--- src/include/node_settings.svh ---
`ifndef NODE_SETTINGS_SVH
`define NODE_SETTINGS_SVH

// ====================
// Bus widths
// ====================
`define NODE_DW 32 // Data width of both bus ports
`define NODE_AW 32 // Byte address width
`define NODE_SELW 4 // One select bit per byte lane

// ====================
// Memory sizes and address map
// ====================
`define NODE_RAM_AW 15 // Main RAM word address, 32K words or 128 KB
`define NODE_SPRAM_AW 13 // Scratchpad word address, 8K words or 32 KB

// Bits 31 to 18 must all be zero for a main RAM access
`define NODE_RAM_TOP_BITS 14
// Bits 31 to 15 equal to this value select the scratchpad at 0x40000
`define NODE_SPRAM_BASE 8

// Read latency of both RAMs in clocks
`define NODE_RD_LAT 2

`endif
--- src/design/node_pkg.sv ---
`include "node_settings.svh"

package node_pkg;

	// ====================
	// Enums
	// ====================

	// Target of a decoded core request
	typedef enum logic [1:0] {
		REGION_RAM, // Shared main RAM
		REGION_SPRAM, // Private scratchpad
		REGION_EXT // Anything else answers with a bus error
	} region_e;

	// Owner of the main RAM port
	typedef enum logic [1:0] {
		ARB_IDLE,
		ARB_CPU,
		ARB_NIC
	} arb_state_e;

	// ====================
	// Bus structs
	// ====================

	// Request from a master, held steady until ack or err
	typedef struct packed {
		logic cyc;
		logic stb;
		logic we;
		logic [`NODE_SELW-1:0] sel; // Byte lanes, bit 0 is dat[7:0]
		logic [`NODE_AW-1:0] adr;
		logic [`NODE_DW-1:0] dat; // Write data
	} bus_req_t;

	// Response to a master, ack and err are single cycle pulses
	typedef struct packed {
		logic ack;
		logic err;
		logic [`NODE_DW-1:0] dat; // Read data, only meaningful with ack
	} bus_rsp_t;

	// One item per core bus cycle, valid is high for a single clock
	typedef struct packed {
		logic valid;
		region_e region;
		bus_req_t req;
	} dec_req_t;

endpackage

--- src/design/node_resp_mux.sv ---
`timescale 1ns/1ps
`include "node_settings.svh"

module node_resp_mux import node_pkg::*; (
	input logic clk,
	input logic rst_n_i,
	input dec_req_t dec_i,
	input bus_rsp_t ram_rsp_i,
	input bus_rsp_t spram_rsp_i,
	output bus_rsp_t cpu_rsp_o
);

	logic err_q; // Bus error pulse for unmapped addresses

	// ====================
	// Unmapped region
	// ====================

	// One clock after the item, so two after the request
	always_ff @(posedge clk or negedge rst_n_i) begin
		if (!rst_n_i)
			err_q <= 1'b0;
		else
			err_q <= dec_i.valid & (dec_i.region == REGION_EXT);
	end

	// ====================
	// Merge
	// ====================

	// Only one source answers a given core cycle
	always_comb begin
		cpu_rsp_o.ack = ram_rsp_i.ack | spram_rsp_i.ack;
		cpu_rsp_o.err = err_q | ram_rsp_i.err | spram_rsp_i.err;
		// Take the data of the source that acknowledges
		if (spram_rsp_i.ack)
			cpu_rsp_o.dat = spram_rsp_i.dat;
		else
			cpu_rsp_o.dat = ram_rsp_i.dat;
	end

endmodule

--- config.mk ---
export PLATFORM = sky130hd
export DESIGN_NAME = node_resp_mux
export DESIGN_NICKNAME = d
export VERILOG_FILES = /design/src/design/node_pkg.sv /design/src/design/node_resp_mux.sv
export VERILOG_INCLUDE_DIRS = /design/src /design/src/include
export SDC_FILE = /design/constraint.sdc
export NUM_CORES = 1
export LEC_CHECK = 0
export ABC_AREA = 0
export BUFFER_PORTS_ARGS = -buffer_cell sky130_fd_sc_hd__buf_4
export CAP_MARGIN = 20
export CELL_PAD_IN_SITES_DETAIL_PLACEMENT = 0
export CELL_PAD_IN_SITES_GLOBAL_PLACEMENT = 1
export CORE_MARGIN = 8
export CORE_UTILIZATION = 10
export DETAILED_ROUTE_END_ITERATION = 7
export PLACE_DENSITY_LB_ADDON = 0.1
export SYNTH_ARGS = -nofsm -noshare
export SYNTH_HDL_FRONTEND = slang
export SYNTH_SLANG_ARGS = --single-unit
--- constraint.sdc ---
create_clock -name clk -period 0.8 [get_ports clk]
set_input_delay 0.16 -clock clk [delete_from_list [all_inputs] [get_ports clk]]
set_output_delay 0.16 -clock clk [all_outputs]
set_load 0.02 [all_outputs]
== After elaboration in Yosys (flattened, before gate mapping) ==
Cells that the tools add are included.
W data, S select, Z words.

* Muxes and demuxes: 1
* Bitwise logic cells: 4
* Equality and inequality tests: 1

{| class="wikitable"
|+ Operators by type and width
! cell !! count
|-
| $mux W32 || 1
|-
| $or A1 B1 Y1 || 3
|-
| $eq A2 B2 Y1 const B || 1
|-
| $and A1 B1 Y1 || 1
|}

* Bits in registers: 1
* Input port bits: 144
* Output and inout port bits: 34
* Logic and storage cells: 7

== Longest topological paths before layout ==
* Depth after elaboration: 2
* Mapped depth: 3
* Gate-level depth less buffers: 1

== Least setup slack after synthesis ==
No wires, ideal clock.

* Path type: reg2out
* Start: reg err_q
* End: out cpu_rsp_o[32] in the netlist's numbering
* Path buffers: 0
* Slack: -0.130 ns
* Stages on the path, launching flop included: 2
* Arrival time: 0.770 ns
* Required time: 0.640 ns
* Cell sequence: dfrtp_1 -> or3_1

{| class="wikitable"
|+ RTL lines
! item !! RTL line !! text
|-
| start, declared || node_resp_mux.sv:13 || <nowiki>logic err_q;</nowiki>
|-
| start signal, assigned || node_resp_mux.sv:24 || <nowiki>err_q <= dec_i.valid & (dec_i.region == REGION_EXT);</nowiki>
|-
| end, declared || node_resp_mux.sv:10 || <nowiki>output bus_rsp_t cpu_rsp_o</nowiki>
|}

==> impl_results.md <==
- Die ar.: 8580 µm²
- # rows: 28
- Port-buffer cells: 106
- Startpoint types: input pin
- Via count: 769
- Met3 usage: 0.0324
- Slowest cell delay on critical path: 300 ps
- Endpoint class of the critical path: output port
- Fin crit share: 1.28
- Layout cells sized above 1: 0.980
- First-pass GRT wire length: 4370 µm
- Post-synth top area share: 0.742
- Period minus WS final: 1020 ps
- Antenna Cells: 0
- Gr ovfl total: 0
- Nets: 295
- Core area: 5780 µm²
- Sequential share of the synthesized area: 0.0426
- Iter 0 DRT Violations: 1
- Max reg flops: 1
- Largest vdd supply drop: 0.000216 V
- Slew headroom: 0.945
- Synth Flop Type: dfrtp_1
- Share of flip-flops with an asynchronous set or reset: 1.00
- Crit path top cell by count: buf_12
- Count of state elements after synthesis: 1
- CP max-delay cell: mux2_4
- Area Overhead vs Synth: 188%
- Net Count, Synth: 184
- Yosys warnings: 0
- Crit path max-delay family: buffers and inverters
- Setup TNS: -7200 ps
- Top reg by flops: err_q
- Finish-stage setup viols: 34
- Worst-path fanout max: 8
- Area leader, netlist: mux2_4
- Synth Instances: 40
- Average wire per standard cell: 13.7 µm
- Antenna-violating nets left: 0
- Max Cap Viol: 0
- Most frequent cell after synthesis: mux2_4
- Pleak: 0.905 nW
- Worst EP required: 640 ps
- Initial Util: 0.102
- Worst-path clk slew: 0 ps
- Tightest Pin Transition: 82.7 ps
- DR vias/cell: 3.43
- Most used routing layer: met2
- Final Hold Viols: 0
- Vias in the first global route: 863
- Met2 Use GR: 0.118
- Failing checks: negative setup slack
- Wirelength, routed: 3070 µm
- Status: complete, but fails checks
- Regs by FF count: err_q x1
- Syn_area_per_cell: 14.7 µm²
- Global Route Usage Sum: 0.0615
- Die height: 92.6 µm
- CP Class: in2out
- Post-synth EDFFs: 0
- Maximum operating frequency: 0.976 GHz
- Post-DP HPWL: 2750 µm
- Routing usage on met1: 0.0602
- WP buf/inv: 3
- First-pass DRT Iterations: 2
- Hold Path Class: in2reg
- RD Place Congestion: 0.648
- Post-Syn Area: 587 µm²
- PD cells: 689 nW/µm²
- Critical Path AT: 860 ps
- Initial antenna violation count: 0
- Chip Width: 92.6 µm
- I/O pins: 178
- Unrepaired setup endpoints after global routing: true
- Ranking of synthesized cells by area: mux2_4 74%, buf_12 10%, mux2_2 5.8%
- Commonest cells post-synth: 29 x mux2_4, 3 x buf_12, 3 x mux2_2
- DR DRC count: 0
- Tot Pwr: 1.16 mW
- Distinct cell type count after synthesis: 8
- Maximum number of pins on one net before global-route repair: 9
- Setup ws final: -224 ps
- Slew Limit Fails: 0
- CP Cell Sequence: buf_12 > buf_12 > mux2_4 > buf_6
layer usage:
metal	share of wire	wire [µm]
met4	0	0
met1	0.29	897
met3	0.17	521
met2	0.54	1650
met5	0	0
final timing paths:
check | startpoint | endpoint | slack, ps | cells past startpoint
max in group asynchronous | rst_n_i | err_q$_DFF_PN0_ | 230 | 2
worst max-delay path | spram_rsp_i[33] | cpu_rsp_o[28] | -220 | 4
worst min-delay path | dec_i[72] | err_q$_DFF_PN0_ | 410 | 2
min in group asynchronous | rst_n_i | err_q$_DFF_PN0_ | 480 | 2
layout make-up:
cell class	count	area, µm²
tap	75	93.8
timing repair buffer	113	1060
multi-input combinational	35	509
sequential	1	25.0
fill	616	4090
cell families (layout without fill, tap and decap cells):
group,Yosys count,in the layout,share of synthesized area
muxes,32,32,0.800
buffers and inverters,4,113,0.122
DFF,1,1,0.0426
and+or+nand+nor,3,3,0.0363
power breakdown:
group          internal [mW]  switching (mW)  total, mW
sequential            0.0534        0.000435     0.0539
combinational          0.720           0.390       1.11
clock                      0               0          0
total                  0.774           0.390       1.16
metrics by stage:
stage	utilization	area, µm²	instances	hold slack (ps)	setup slack, ps
global route	0.292	1690	224	415	-240
CTS	0.292	1690	224	411	-235
floorplan	-	603	40	-136	-105
global placement	0.254	1470	221	-65.2	-288
finish	0.292	1690	224	406	-224
detailed placement	0.254	1470	221	-63.4	-304
cell usage in the layout, fill, tap and decap left out:
| master | instances |
|---|---|
| and3b_1 | 1 |
| or3_4 | 1 |
| dfrtp_1 | 1 |
| buf_4 | 72 |
| buf_16 | 2 |
| or2_4 | 1 |
| dlygate4sd3_1 | 1 |
| buf_6 | 35 |
| mux2_4 | 32 |
| buf_12 | 3 |
timing repair:
| item | 4_1_cts | 5_1_grt |
|---|---|---|
| endpoints found under the setup margin | 34 | 34 |
| hold endpoints to repair | 1 | 0 |
| hold buffers | 1 | 0 |
| buffers inserted | 0 | 0 |
| resized for setup | 43 | 0 |
| pin swaps | 1 | 0 |
| cloned | 2 | 0 |
No activity file was read; power rests on OpenSTA's default activity.
