===== src/include/node_settings.svh =====
`ifndef NODE_SETTINGS_SVH
`define NODE_SETTINGS_SVH

// ====================
// Bus widths
// ====================
`define NODE_DW 32 // Data width of both bus ports
`define NODE_AW 32 // Byte address width
`define NODE_SELW 4 // One select bit per byte lane

// ====================
// Memory sizes and address map
// ====================
`define NODE_RAM_AW 15 // Main RAM word address, 32K words or 128 KB
`define NODE_SPRAM_AW 13 // Scratchpad word address, 8K words or 32 KB

// Bits 31 to 18 must all be zero for a main RAM access
`define NODE_RAM_TOP_BITS 14
// Bits 31 to 15 equal to this value select the scratchpad at 0x40000
`define NODE_SPRAM_BASE 8

// Read latency of both RAMs in clocks
`define NODE_RD_LAT 2

`endif

===== src/design/node_pkg.sv =====
`include "node_settings.svh"

package node_pkg;

	// ====================
	// Enums
	// ====================

	// Target of a decoded core request
	typedef enum logic [1:0] {
		REGION_RAM, // Shared main RAM
		REGION_SPRAM, // Private scratchpad
		REGION_EXT // Anything else answers with a bus error
	} region_e;

	// Owner of the main RAM port
	typedef enum logic [1:0] {
		ARB_IDLE,
		ARB_CPU,
		ARB_NIC
	} arb_state_e;

	// ====================
	// Bus structs
	// ====================

	// Request from a master, held steady until ack or err
	typedef struct packed {
		logic cyc;
		logic stb;
		logic we;
		logic [`NODE_SELW-1:0] sel; // Byte lanes, bit 0 is dat[7:0]
		logic [`NODE_AW-1:0] adr;
		logic [`NODE_DW-1:0] dat; // Write data
	} bus_req_t;

	// Response to a master, ack and err are single cycle pulses
	typedef struct packed {
		logic ack;
		logic err;
		logic [`NODE_DW-1:0] dat; // Read data, only meaningful with ack
	} bus_rsp_t;

	// One item per core bus cycle, valid is high for a single clock
	typedef struct packed {
		logic valid;
		region_e region;
		bus_req_t req;
	} dec_req_t;

endpackage


===== src/design/node_addr_decode.sv =====
`timescale 1ns/1ps
`include "node_settings.svh"

module node_addr_decode import node_pkg::*; (
	input logic clk,
	input logic rst_n_i,
	input bus_req_t cpu_req_i,
	output dec_req_t dec_o
);

	// ====================
	// Region compare
	// ====================

	// Upper bits that pick main RAM, all must be zero
	localparam int RAM_LSB = `NODE_AW - `NODE_RAM_TOP_BITS;
	// Lowest address bit above the scratchpad word address and byte offset
	localparam int SPRAM_LSB = `NODE_SPRAM_AW + 2;

	logic take; // A fresh request is seen this cycle
	logic busy_q; // Set while the current request is still held by the core
	logic valid_q;
	region_e region_q;
	region_e region_d;
	bus_req_t req_q; // Captured request, kept stable for the later stages

	// Classify the live address, only used in the cycle the request is taken
	always_comb begin
		if (cpu_req_i.adr[`NODE_AW-1:RAM_LSB] == '0)
			region_d = REGION_RAM;
		else if (cpu_req_i.adr[`NODE_AW-1:SPRAM_LSB] == (`NODE_AW-SPRAM_LSB)'(`NODE_SPRAM_BASE))
			region_d = REGION_SPRAM;
		else
			region_d = REGION_EXT;
	end

	// Only one item per bus cycle, so a held strobe is ignored after the first clock
	assign take = cpu_req_i.cyc & cpu_req_i.stb & ~busy_q;

	// ====================
	// Control registers
	// ====================
	always_ff @(posedge clk or negedge rst_n_i) begin
		if (!rst_n_i) begin
			busy_q <= 1'b0;
			valid_q <= 1'b0;
			region_q <= REGION_RAM;
		end else begin
			valid_q <= take; // Single clock pulse per request
			// Stay busy until the core drops its strobe after the response
			busy_q <= take | (busy_q & cpu_req_i.stb);
			if (take)
				region_q <= region_d;
		end
	end

	// Payload register, only loaded when a request is taken
	always_ff @(posedge clk) begin
		if (take)
			req_q <= cpu_req_i;
	end

	// Assemble the item for the memory stages
	always_comb begin
		dec_o.valid = valid_q;
		dec_o.region = region_q;
		dec_o.req = req_q;
	end

endmodule


===== config.mk =====
export PLATFORM = sky130hd
export DESIGN_NAME = node_addr_decode
export DESIGN_NICKNAME = d
export VERILOG_FILES = /design/src/design/node_pkg.sv /design/src/design/node_addr_decode.sv
export VERILOG_INCLUDE_DIRS = /design/src /design/src/include
export SDC_FILE = /design/constraint.sdc
export NUM_CORES = 1
export LEC_CHECK = 0
export BUFFER_PORTS_ARGS = -buffer_cell sky130_fd_sc_hd__buf_2
export CORE_MARGIN = 2
export CORE_UTILIZATION = 43
export CTS_BUF_LIST = sky130_fd_sc_hd__clkbuf_8
export DETAILED_ROUTE_END_ITERATION = 12
export PLACE_DENSITY = 0.83
export SLEW_MARGIN = 20
export SYNTH_ARGS = -nofsm -noshare
export SYNTH_HDL_FRONTEND = slang
export SYNTH_SLANG_ARGS = --single-unit

===== constraint.sdc =====
create_clock -name clk -period 2.15 [get_ports clk]
set_input_delay 0.1075 -clock clk [delete_from_list [all_inputs] [get_ports clk]]
set_output_delay 0.1075 -clock clk [all_outputs]
set_load 0.01 [all_outputs]

== Yosys cells after proc, flatten, opt, wreduce, memory -nomap -nowiden ==
Cells that the tools add are included.
Word-level totals
  register bits after elaboration: 75
  output and inout bits: 74
  word-level logic and storage cells: 18
Operators by class
  equal/unequal tests: 1
  muxes and demuxes: 2
  bitwise operators: 5
  reduce and logical (&&, ||, !) cells: 1
Operators by type and width (number)
  == test 17 x 4 -> 1 bit, second input constant: 1
  zero test 14 bit: 1
  2-to-1 mux 2 bit: 2
  AND 1 bit: 3
  NOT 1 bit: 1
  bitwise OR 1 bit: 1

== Logic depth before layout (Yosys ltp) ==
Gate-level depths: netlist of the first run.
  word-level depth: 3
  depth in mapped cells: 4

== Least setup slack after synthesis of the first run ==
No wires, ideal clock.
  kind: register to register
  from: register busy_q
  to: register region_q[1]
  arrival: 1.861 ns
  required time: 2.028 ns
  path slack: 0.167 ns
  stages on the path, launching flop included: 5
  path buffers: 1
  cells stage by stage: dfrtp_1 -> and3b_1 -> buf_2 -> o21ai_0 -> o22a_1
Between the ends
  longest elaborated chain between the ends: 2
Ends and longest elaborated chain
  from (decl): RTL line node_addr_decode.sv:21  | logic busy_q;
  from (signal assigned): RTL line node_addr_decode.sv:51  | busy_q <= take | (busy_q & cpu_req_i.stb);
  NOT 1 bit: RTL line node_addr_decode.sv:38  | assign take = cpu_req_i.cyc & cpu_req_i.stb & ~busy_q;
  AND 1 bit: RTL line node_addr_decode.sv:38
  net take: RTL line node_addr_decode.sv:20  | logic take;
  to (signal assigned): RTL line node_addr_decode.sv:53  | region_q <= region_d;
  to (decl): RTL line node_addr_decode.sv:23  | region_e region_q;
The timed path passes the listed nets, and every way through them passes these cells.
A chain may end at the register's enable or synchronous reset.

== Worst setup path after layout of the first run ==
  from: register busy_q
  to: register req_q (netlist bit dec_o[70]) (enable)
Between the ends
  longest elaborated chain between the ends: 2
Ends and longest elaborated chain
  NOT 1 bit: RTL line node_addr_decode.sv:38
  AND 1 bit: RTL line node_addr_decode.sv:38
  to (signal assigned): RTL line node_addr_decode.sv:60  | req_q <= cpu_req_i;
  to (decl): RTL line node_addr_decode.sv:25  | bus_req_t req_q;
No other way between the ends.

==> results of run 1 <==
==> kinds of logic (layout without fill, tap and decap cells) <==
kind of cell / after synthesis / in the layout / synth area share
other: 0 / 1 / 0
AO/OA/AOI/OAI: 4 / 4 / 0.0118
AND/OR/NAND/NOR: 8 / 8 / 0.0251
flip-flops: 75 / 75 / 0.955
buffers and inverters: 4 / 238 / 0.00856
==> flip-flops by register name (all words and copies together) (netlist names) <==
register / count
busy_q: 1
region_q: 2
dec_o: 71
valid_q: 1
==> through the flow <==
| step | setup WS [ns] | std cells | hold WS (ns) | area (µm²) |
|---|---|---|---|---|
| after floorplan | 0.167 | 91 | -0.188 | 2340 |
| after global placement | 0.707 | 307 | -0.0780 | 3160 |
| after detailed placement | 0.682 | 307 | -0.0745 | 3160 |
| after CTS | 0.671 | 395 | 0.0977 | 4120 |
| after global routing | 0.588 | 396 | 0.0893 | 4130 |
| final | 0.654 | 396 | 0.111 | 4130 |
==> final cells by class <==
type	count	area share
inverters	2	0.00182
multi-input cells	12	0.0212
repair buffers	220	0.355
well taps	70	0.0212
flip-flops and latches	75	0.541
clock inverters	7	0.0285
clock buffers	9	0.0300
diodes	1	0.000607
==> final timing paths <==
check / from / to / slack, ns / depth (start not counted)
setup / recovery: busy_q / dec_o[70] / 0.65 / 2
hold / removal: rst_n_i / busy_q / 0.11 / 2
setup reg to reg: busy_q / dec_o[70] / 0.65 / 2
hold reg to reg: busy_q / busy_q / 0.48 / 1
max in group asynchronous: rst_n_i / valid_q / 1.91 / 2
min in group clk: busy_q / busy_q / 0.48 / 1
==> routing by layer <==
layer | vias to the layer above | global-route usage | share of wire
li1 | 823 | - | -
met1 | 867 | 0.277 | 0.36
met2 | 118 | 0.456 | 0.53
met3 | 16 | 0.0919 | 0.087
met4 | 0 | 0.116 | 0.024
met5 | - | 0 | 0
==> power groups by stage <==
stage          combinational, mW  clock, mW  sequential [mW]
6_report                   0.302       1.28             1.68
5_1_grt                    0.319       1.36             1.68
4_1_cts                    0.291       1.28             1.68
3_5_place_dp               0.187          0             1.71
3_3_place_gp               0.179          0             1.70
2_1_floorplan             0.0268          0             1.74
==> synthesized netlist by cell type <==
master	instances	area, µm²
edfxtp_1	71	2130
o22a_1	1	8.76
dfrtp_1	4	100
o22ai_1	1	6.26
buf_2	1	5.00
nor3_1	2	10.0
nor4_2	2	25.0
buf_4	1	7.51
o21ai_0	1	5.00
nand4_1	1	6.26
o21a_1	1	7.51
nor2_1	1	3.75
inv_1	2	7.51
and3b_1	1	8.76
nand3_1	1	5.00
==> critical path: cells and delay by family, from the launching register on <==
family / cells / cell delay [ns]
buffers and inverters: 1 / 0.50
flip-flops: 1 / 0.38
AND/OR/NAND/NOR: 1 / 0.24
==> results.py, run 1 <==
metrics = {
    "run_status": {
        "status": "finished clean",
    },
    "cts": {
        "cts_tree": "yes",
        "cts.sinks": 75,
        "cts.path.max_buffers": 2,
        "cts_made_buffers": 9,
        "clk_latency_ns": 0.33,
        "cts-resized-gates": 0,
        "cts_hold_buffers": 72,
        "clk_pin_slew_worst_paths_ns": 0.07,
        "htree_levels": 3,
        "cts_setup_buffers": 0,
        "root_buffer": "clkbuf_8",
    },
    "pwr": {
        "power_frac_clock": 0.392,
        "pwr-share-seq": 0.515,
        "power_density_nw_per_um2": 790,
        "switching_share": 0.202,
        "p_comb_frac": 0.093,
        "p_leak_nw": 1.73,
        "switchingPower_mw": 0.659,
        "p_total_mw": 3.26,
        "ir_drop_v": 0.000628,
        "p_int_mw": 2.60,
    },
    "final_layout": {
        "final_cell_mix": "146 x buf_2, 72 x dlygate4sd3_1, 71 x edfxtp_1, 9 x clkbuf_8, 4 x dfrtp_1",
        "seq_area_um2": 2230,
        "multiInputGateArea_um2": 87.6,
        "num-fill-cells": 258,
        "final_nets": 393,
        "final_util": 0.798,
        "layout_commonest_cell": "buf_2",
        "drive_gt1_frac": 0.511,
        "syn_to_final_growth_pct": 76.4,
    },
    "sta": {
        "finalClockSkew_ns": 0.00622,
        "setup_viol": 0,
        "period_share": 0.696,
        "setup_tns_ns": 0,
        "period_needed_ns": 1.50,
        "tightest_slew_ns": 0.599,
        "final_hold_viol_count": 0,
        "slew_headroom": 0.601,
        "maxSlewViolCount": 0,
        "grt_setup_unrepaired": "no",
        "fmax_mhz": 668,
    },
    "grt": {
        "grt_pass1_vias": 1889,
        "grt_overflow": 0,
        "grt_antenna_before_repair": 1,
        "grt_start_max_net_pins": 49,
        "grt_pass1_wl_um": 11000,
        "track_usage": 0.259,
    },
    "routing": {
        "first_pass_iters": 5,
        "routed_wl_um": 7720,
        "vias_per_cell": 4.61,
        "routed-via-count": 1824,
        "wl_per_cell_um": 19.5,
        "first_iter_violations": 133,
        "ant_nets": 0,
        "drc": 0,
    },
    "die": {
        "die-area_um2": 6040,
        "rows": 26,
        "coreArea_um2": 5170,
        "chipWidth_um": 77.7,
        "die_y_um": 77.7,
        "initial_core_util": 0.452,
        "ioPinCount": 147,
    },
    "worst_setup_path": {
        "required_ns": 2.12,
        "cpPeakStageDelay_ns": 0.50,
        "cp_max_fo": 48,
        "arrival_ns": 1.46,
        "crit_slowest_cell": "buf_4",
        "cp_cell_sequence": "and3b_2 > buf_4",
        "critPathCaptureType": "register",
        "worstSetupPathType": "register to register",
        "crit_path_start_kind": "register",
    },
    "placement": {
        "io_buffers": 146,
        "detailed_place_hpwl_um": 4140,
        "gp_congestion": 0.696,
    },
    "yosys": {
        "syn_nets": 164,
        "postSynthCellCount": 91,
        "synth_area_um2": 2340,
        "avgSynthCellArea_um2": 25.7,
        "yosys_warnings": 0,
        "ys_types": 15,
        "ys_seq_elements": 75,
        "ys_seq_area_frac": 0.955,
    },
    "run": {
        "maxCapViolCount": 0,
    },
    "min_path": {
        "min-delay-path-class": "primary input to asynchronous set/reset pin",
    },
}
Power figures use the tool's default switching activity.
==> run 2, diff against run 1 <==
==> constraint.sdc (replaced) <==
create_clock -name clk -period 1.4 [get_ports clk]
set_input_delay 0.07 -clock clk [delete_from_list [all_inputs] [get_ports clk]]
set_output_delay 0.07 -clock clk [all_outputs]
set_load 0.01 [all_outputs]
==> run 2 against run 1 <==
Non-clock buffer count unchanged; sequential power increased by 54%; global-route usage fell by 1.9 points; total power rose by 35%; die area stayed put; combinational power rose by 55%; utilization down 1.1 points; final area down 1.4%; clock power is 6% higher; cell count is 0.25% lower; worst setup slack lost 0.55 ns; critical endpoint is now dec_o[41].
==> results.py, run 2 (synthesis gave the netlist of run 1 again) <==
metrics = {
    "worst_setup_path": {
        "reg2reg_slack_ns": 0.10,
        "cp_num_cells": 2,
        "critPathCaptureType": "register",
        "cpPeakStageDelay_ns": 0.37,
        "reg2reg_from": "busy_q",
        "cp_cell_sequence": "and3b_2 > buf_12",
        "crit_path_end": "dec_o[41]",
        "crit_buf_inv": 1,
        "cp_max_fo": 52,
        "worstSetupPathType": "register to register",
        "crit_slowest_cell": "dfrtp_1",
        "crit_path_start_kind": "register",
        "arrival_ns": 1.30,
        "startpoint": "busy_q",
        "required_ns": 1.40,
        "crit_family": "flip-flops",
        "rr_endpoint": "dec_o[41]",
        "reg2regPathDepth": 2,
    },
    "routing": {
        "wl_per_cell_um": 18.1,
        "routed_wl_um": 7160,
        "first_pass_iters": 4,
        "drc": 0,
        "vias_per_cell": 4.59,
        "first_iter_violations": 171,
        "routed-via-count": 1812,
        "ant_nets": 0,
    },
    "pwr": {
        "ir_drop_v": 0.000782,
        "p_comb_frac": 0.106,
        "power_density_nw_per_um2": 1080,
        "power_frac_clock": 0.308,
        "p_int_mw": 3.44,
        "switchingPower_mw": 0.961,
        "switching_share": 0.218,
        "pwr-share-seq": 0.586,
        "p_total_mw": 4.40,
        "p_leak_nw": 1.71,
    },
    "placement": {
        "io_buffers": 146,
        "detailed_place_hpwl_um": 3890,
        "gp_congestion": 0.743,
        "dp_slack_ns": 0.127,
    },
    "cts": {
        "htree_levels": 3,
        "cts_tree": "yes",
        "cts.sinks": 75,
        "cts_setup_buffers": 0,
        "cts_hold_buffers": 72,
        "cts.path.max_buffers": 2,
        "clk_pin_slew_worst_paths_ns": 0.07,
        "root_buffer": "clkbuf_8",
        "cts-resized-gates": 0,
        "cts_made_buffers": 9,
        "clk_latency_ns": 0.32,
    },
    "sta": {
        "tightest_slew_ns": 0.278,
        "timing.final.ws_setup_ns": 0.101,
        "fmax_mhz": 770,
        "setup_viol": 0,
        "period_needed_ns": 1.30,
        "finalClockSkew_ns": 0.00876,
        "setup_tns_ns": 0,
        "maxSlewViolCount": 0,
        "hold_ws_ns": 0.0799,
        "period_share": 0.928,
        "final_hold_viol_count": 0,
        "grt_setup_unrepaired": "no",
        "slew_headroom": 0.815,
    },
    "grt": {
        "met3_usage": 0.0744,
        "track_usage": 0.239,
        "grt_pass1_vias": 1888,
        "grt_pass1_wl_um": 10600,
        "grt_overflow": 0,
        "busiest_layer": "met2",
        "grt_start_max_net_pins": 53,
        "grt_antenna_before_repair": 0,
        "use_met2": 0.433,
        "grt.met1_usage": 0.264,
    },
    "final_layout": {
        "layout_commonest_cell": "buf_2",
        "final_util": 0.786,
        "final_cell_mix": "146 x buf_2, 72 x dlygate4sd3_1, 71 x edfxtp_1, 9 x clkbuf_8",
        "multiInputGateArea_um2": 87.6,
        "diodes": 0,
        "seq_area_um2": 2230,
        "final_nets": 393,
        "drive_gt1_frac": 0.505,
        "largest_reg_flops": 71,
        "syn_to_final_growth_pct": 73.9,
        "num-fill-cells": 287,
    },
    "die": {
        "rows": 26,
        "initial_core_util": 0.452,
        "die_y_um": 77.7,
        "die-area_um2": 6040,
        "coreArea_um2": 5170,
        "chipWidth_um": 77.7,
        "ioPinCount": 147,
    },
    "min_path": {
        "min-delay-path-class": "primary input to asynchronous set/reset pin",
    },
    "run": {
        "maxCapViolCount": 0,
    },
    "run_status": {
        "status": "finished clean",
    },
}
## run 2: cell types whose count changed in the layout (fill, tap and decap cells not counted)
| cell | previous run | this run |
|---|---|---|
| clkinvlp_4 | 2 | 1 |
| diode_2 | 1 | 0 |
| inv_1 | 3 | 4 |
| clkinv_1 | 0 | 1 |
| buf_12 | 0 | 2 |
| clkinv_2 | 0 | 2 |
| bufinv_16 | 3 | 0 |
| buf_4 | 2 | 0 |
## run 2: per-layer routing
metal,routed length (µm),up-vias
met2,3730,117
met5,0,-
met1,2630,865
li1,-,818
met4,133,0
met3,664,12
## run 2: metrics by stage
step           area, µm²  cells
6_report            4070    395
2_1_floorplan       2350     91
5_1_grt             4070    395
3_5_place_dp        3190    307
3_3_place_gp        3190    307
4_1_cts             4070    395
## run 2: how the worst min path moves through the flow
| stage | startpoint | to |
|---|---|---|
| 4_1_cts | rst_n_i | region_q[0] |
| 5_1_grt | rst_n_i | region_q[0] |
| 2_1_floorplan | rst_n_i | busy_q |
| 3_3_place_gp | rst_n_i | region_q[1] |
| 6_report | rst_n_i | region_q[0] |
| 3_5_place_dp | rst_n_i | region_q[0] |
## run 2: final cells by class
cell class,instances,share of cell area
clock buffer,9,0.0305
clock inverter,7,0.00923
inverter,2,0.00185
multi-input combinational,12,0.0215
sequential,75,0.549
tap,70,0.0215
timing repair buffer,220,0.367
## run 2: power by group through the flow
| stage | registers (mW) | clock network [mW] | logic, mW |
|---|---|---|---|
| after CTS | 2.57 | 1.36 | 0.451 |
| after detailed placement | 2.62 | 0 | 0.293 |
| after global routing | 2.58 | 1.49 | 0.494 |
| after floorplan | 2.67 | 0 | 0.0448 |
| final | 2.58 | 1.36 | 0.467 |
| after global placement | 2.62 | 0 | 0.285 |
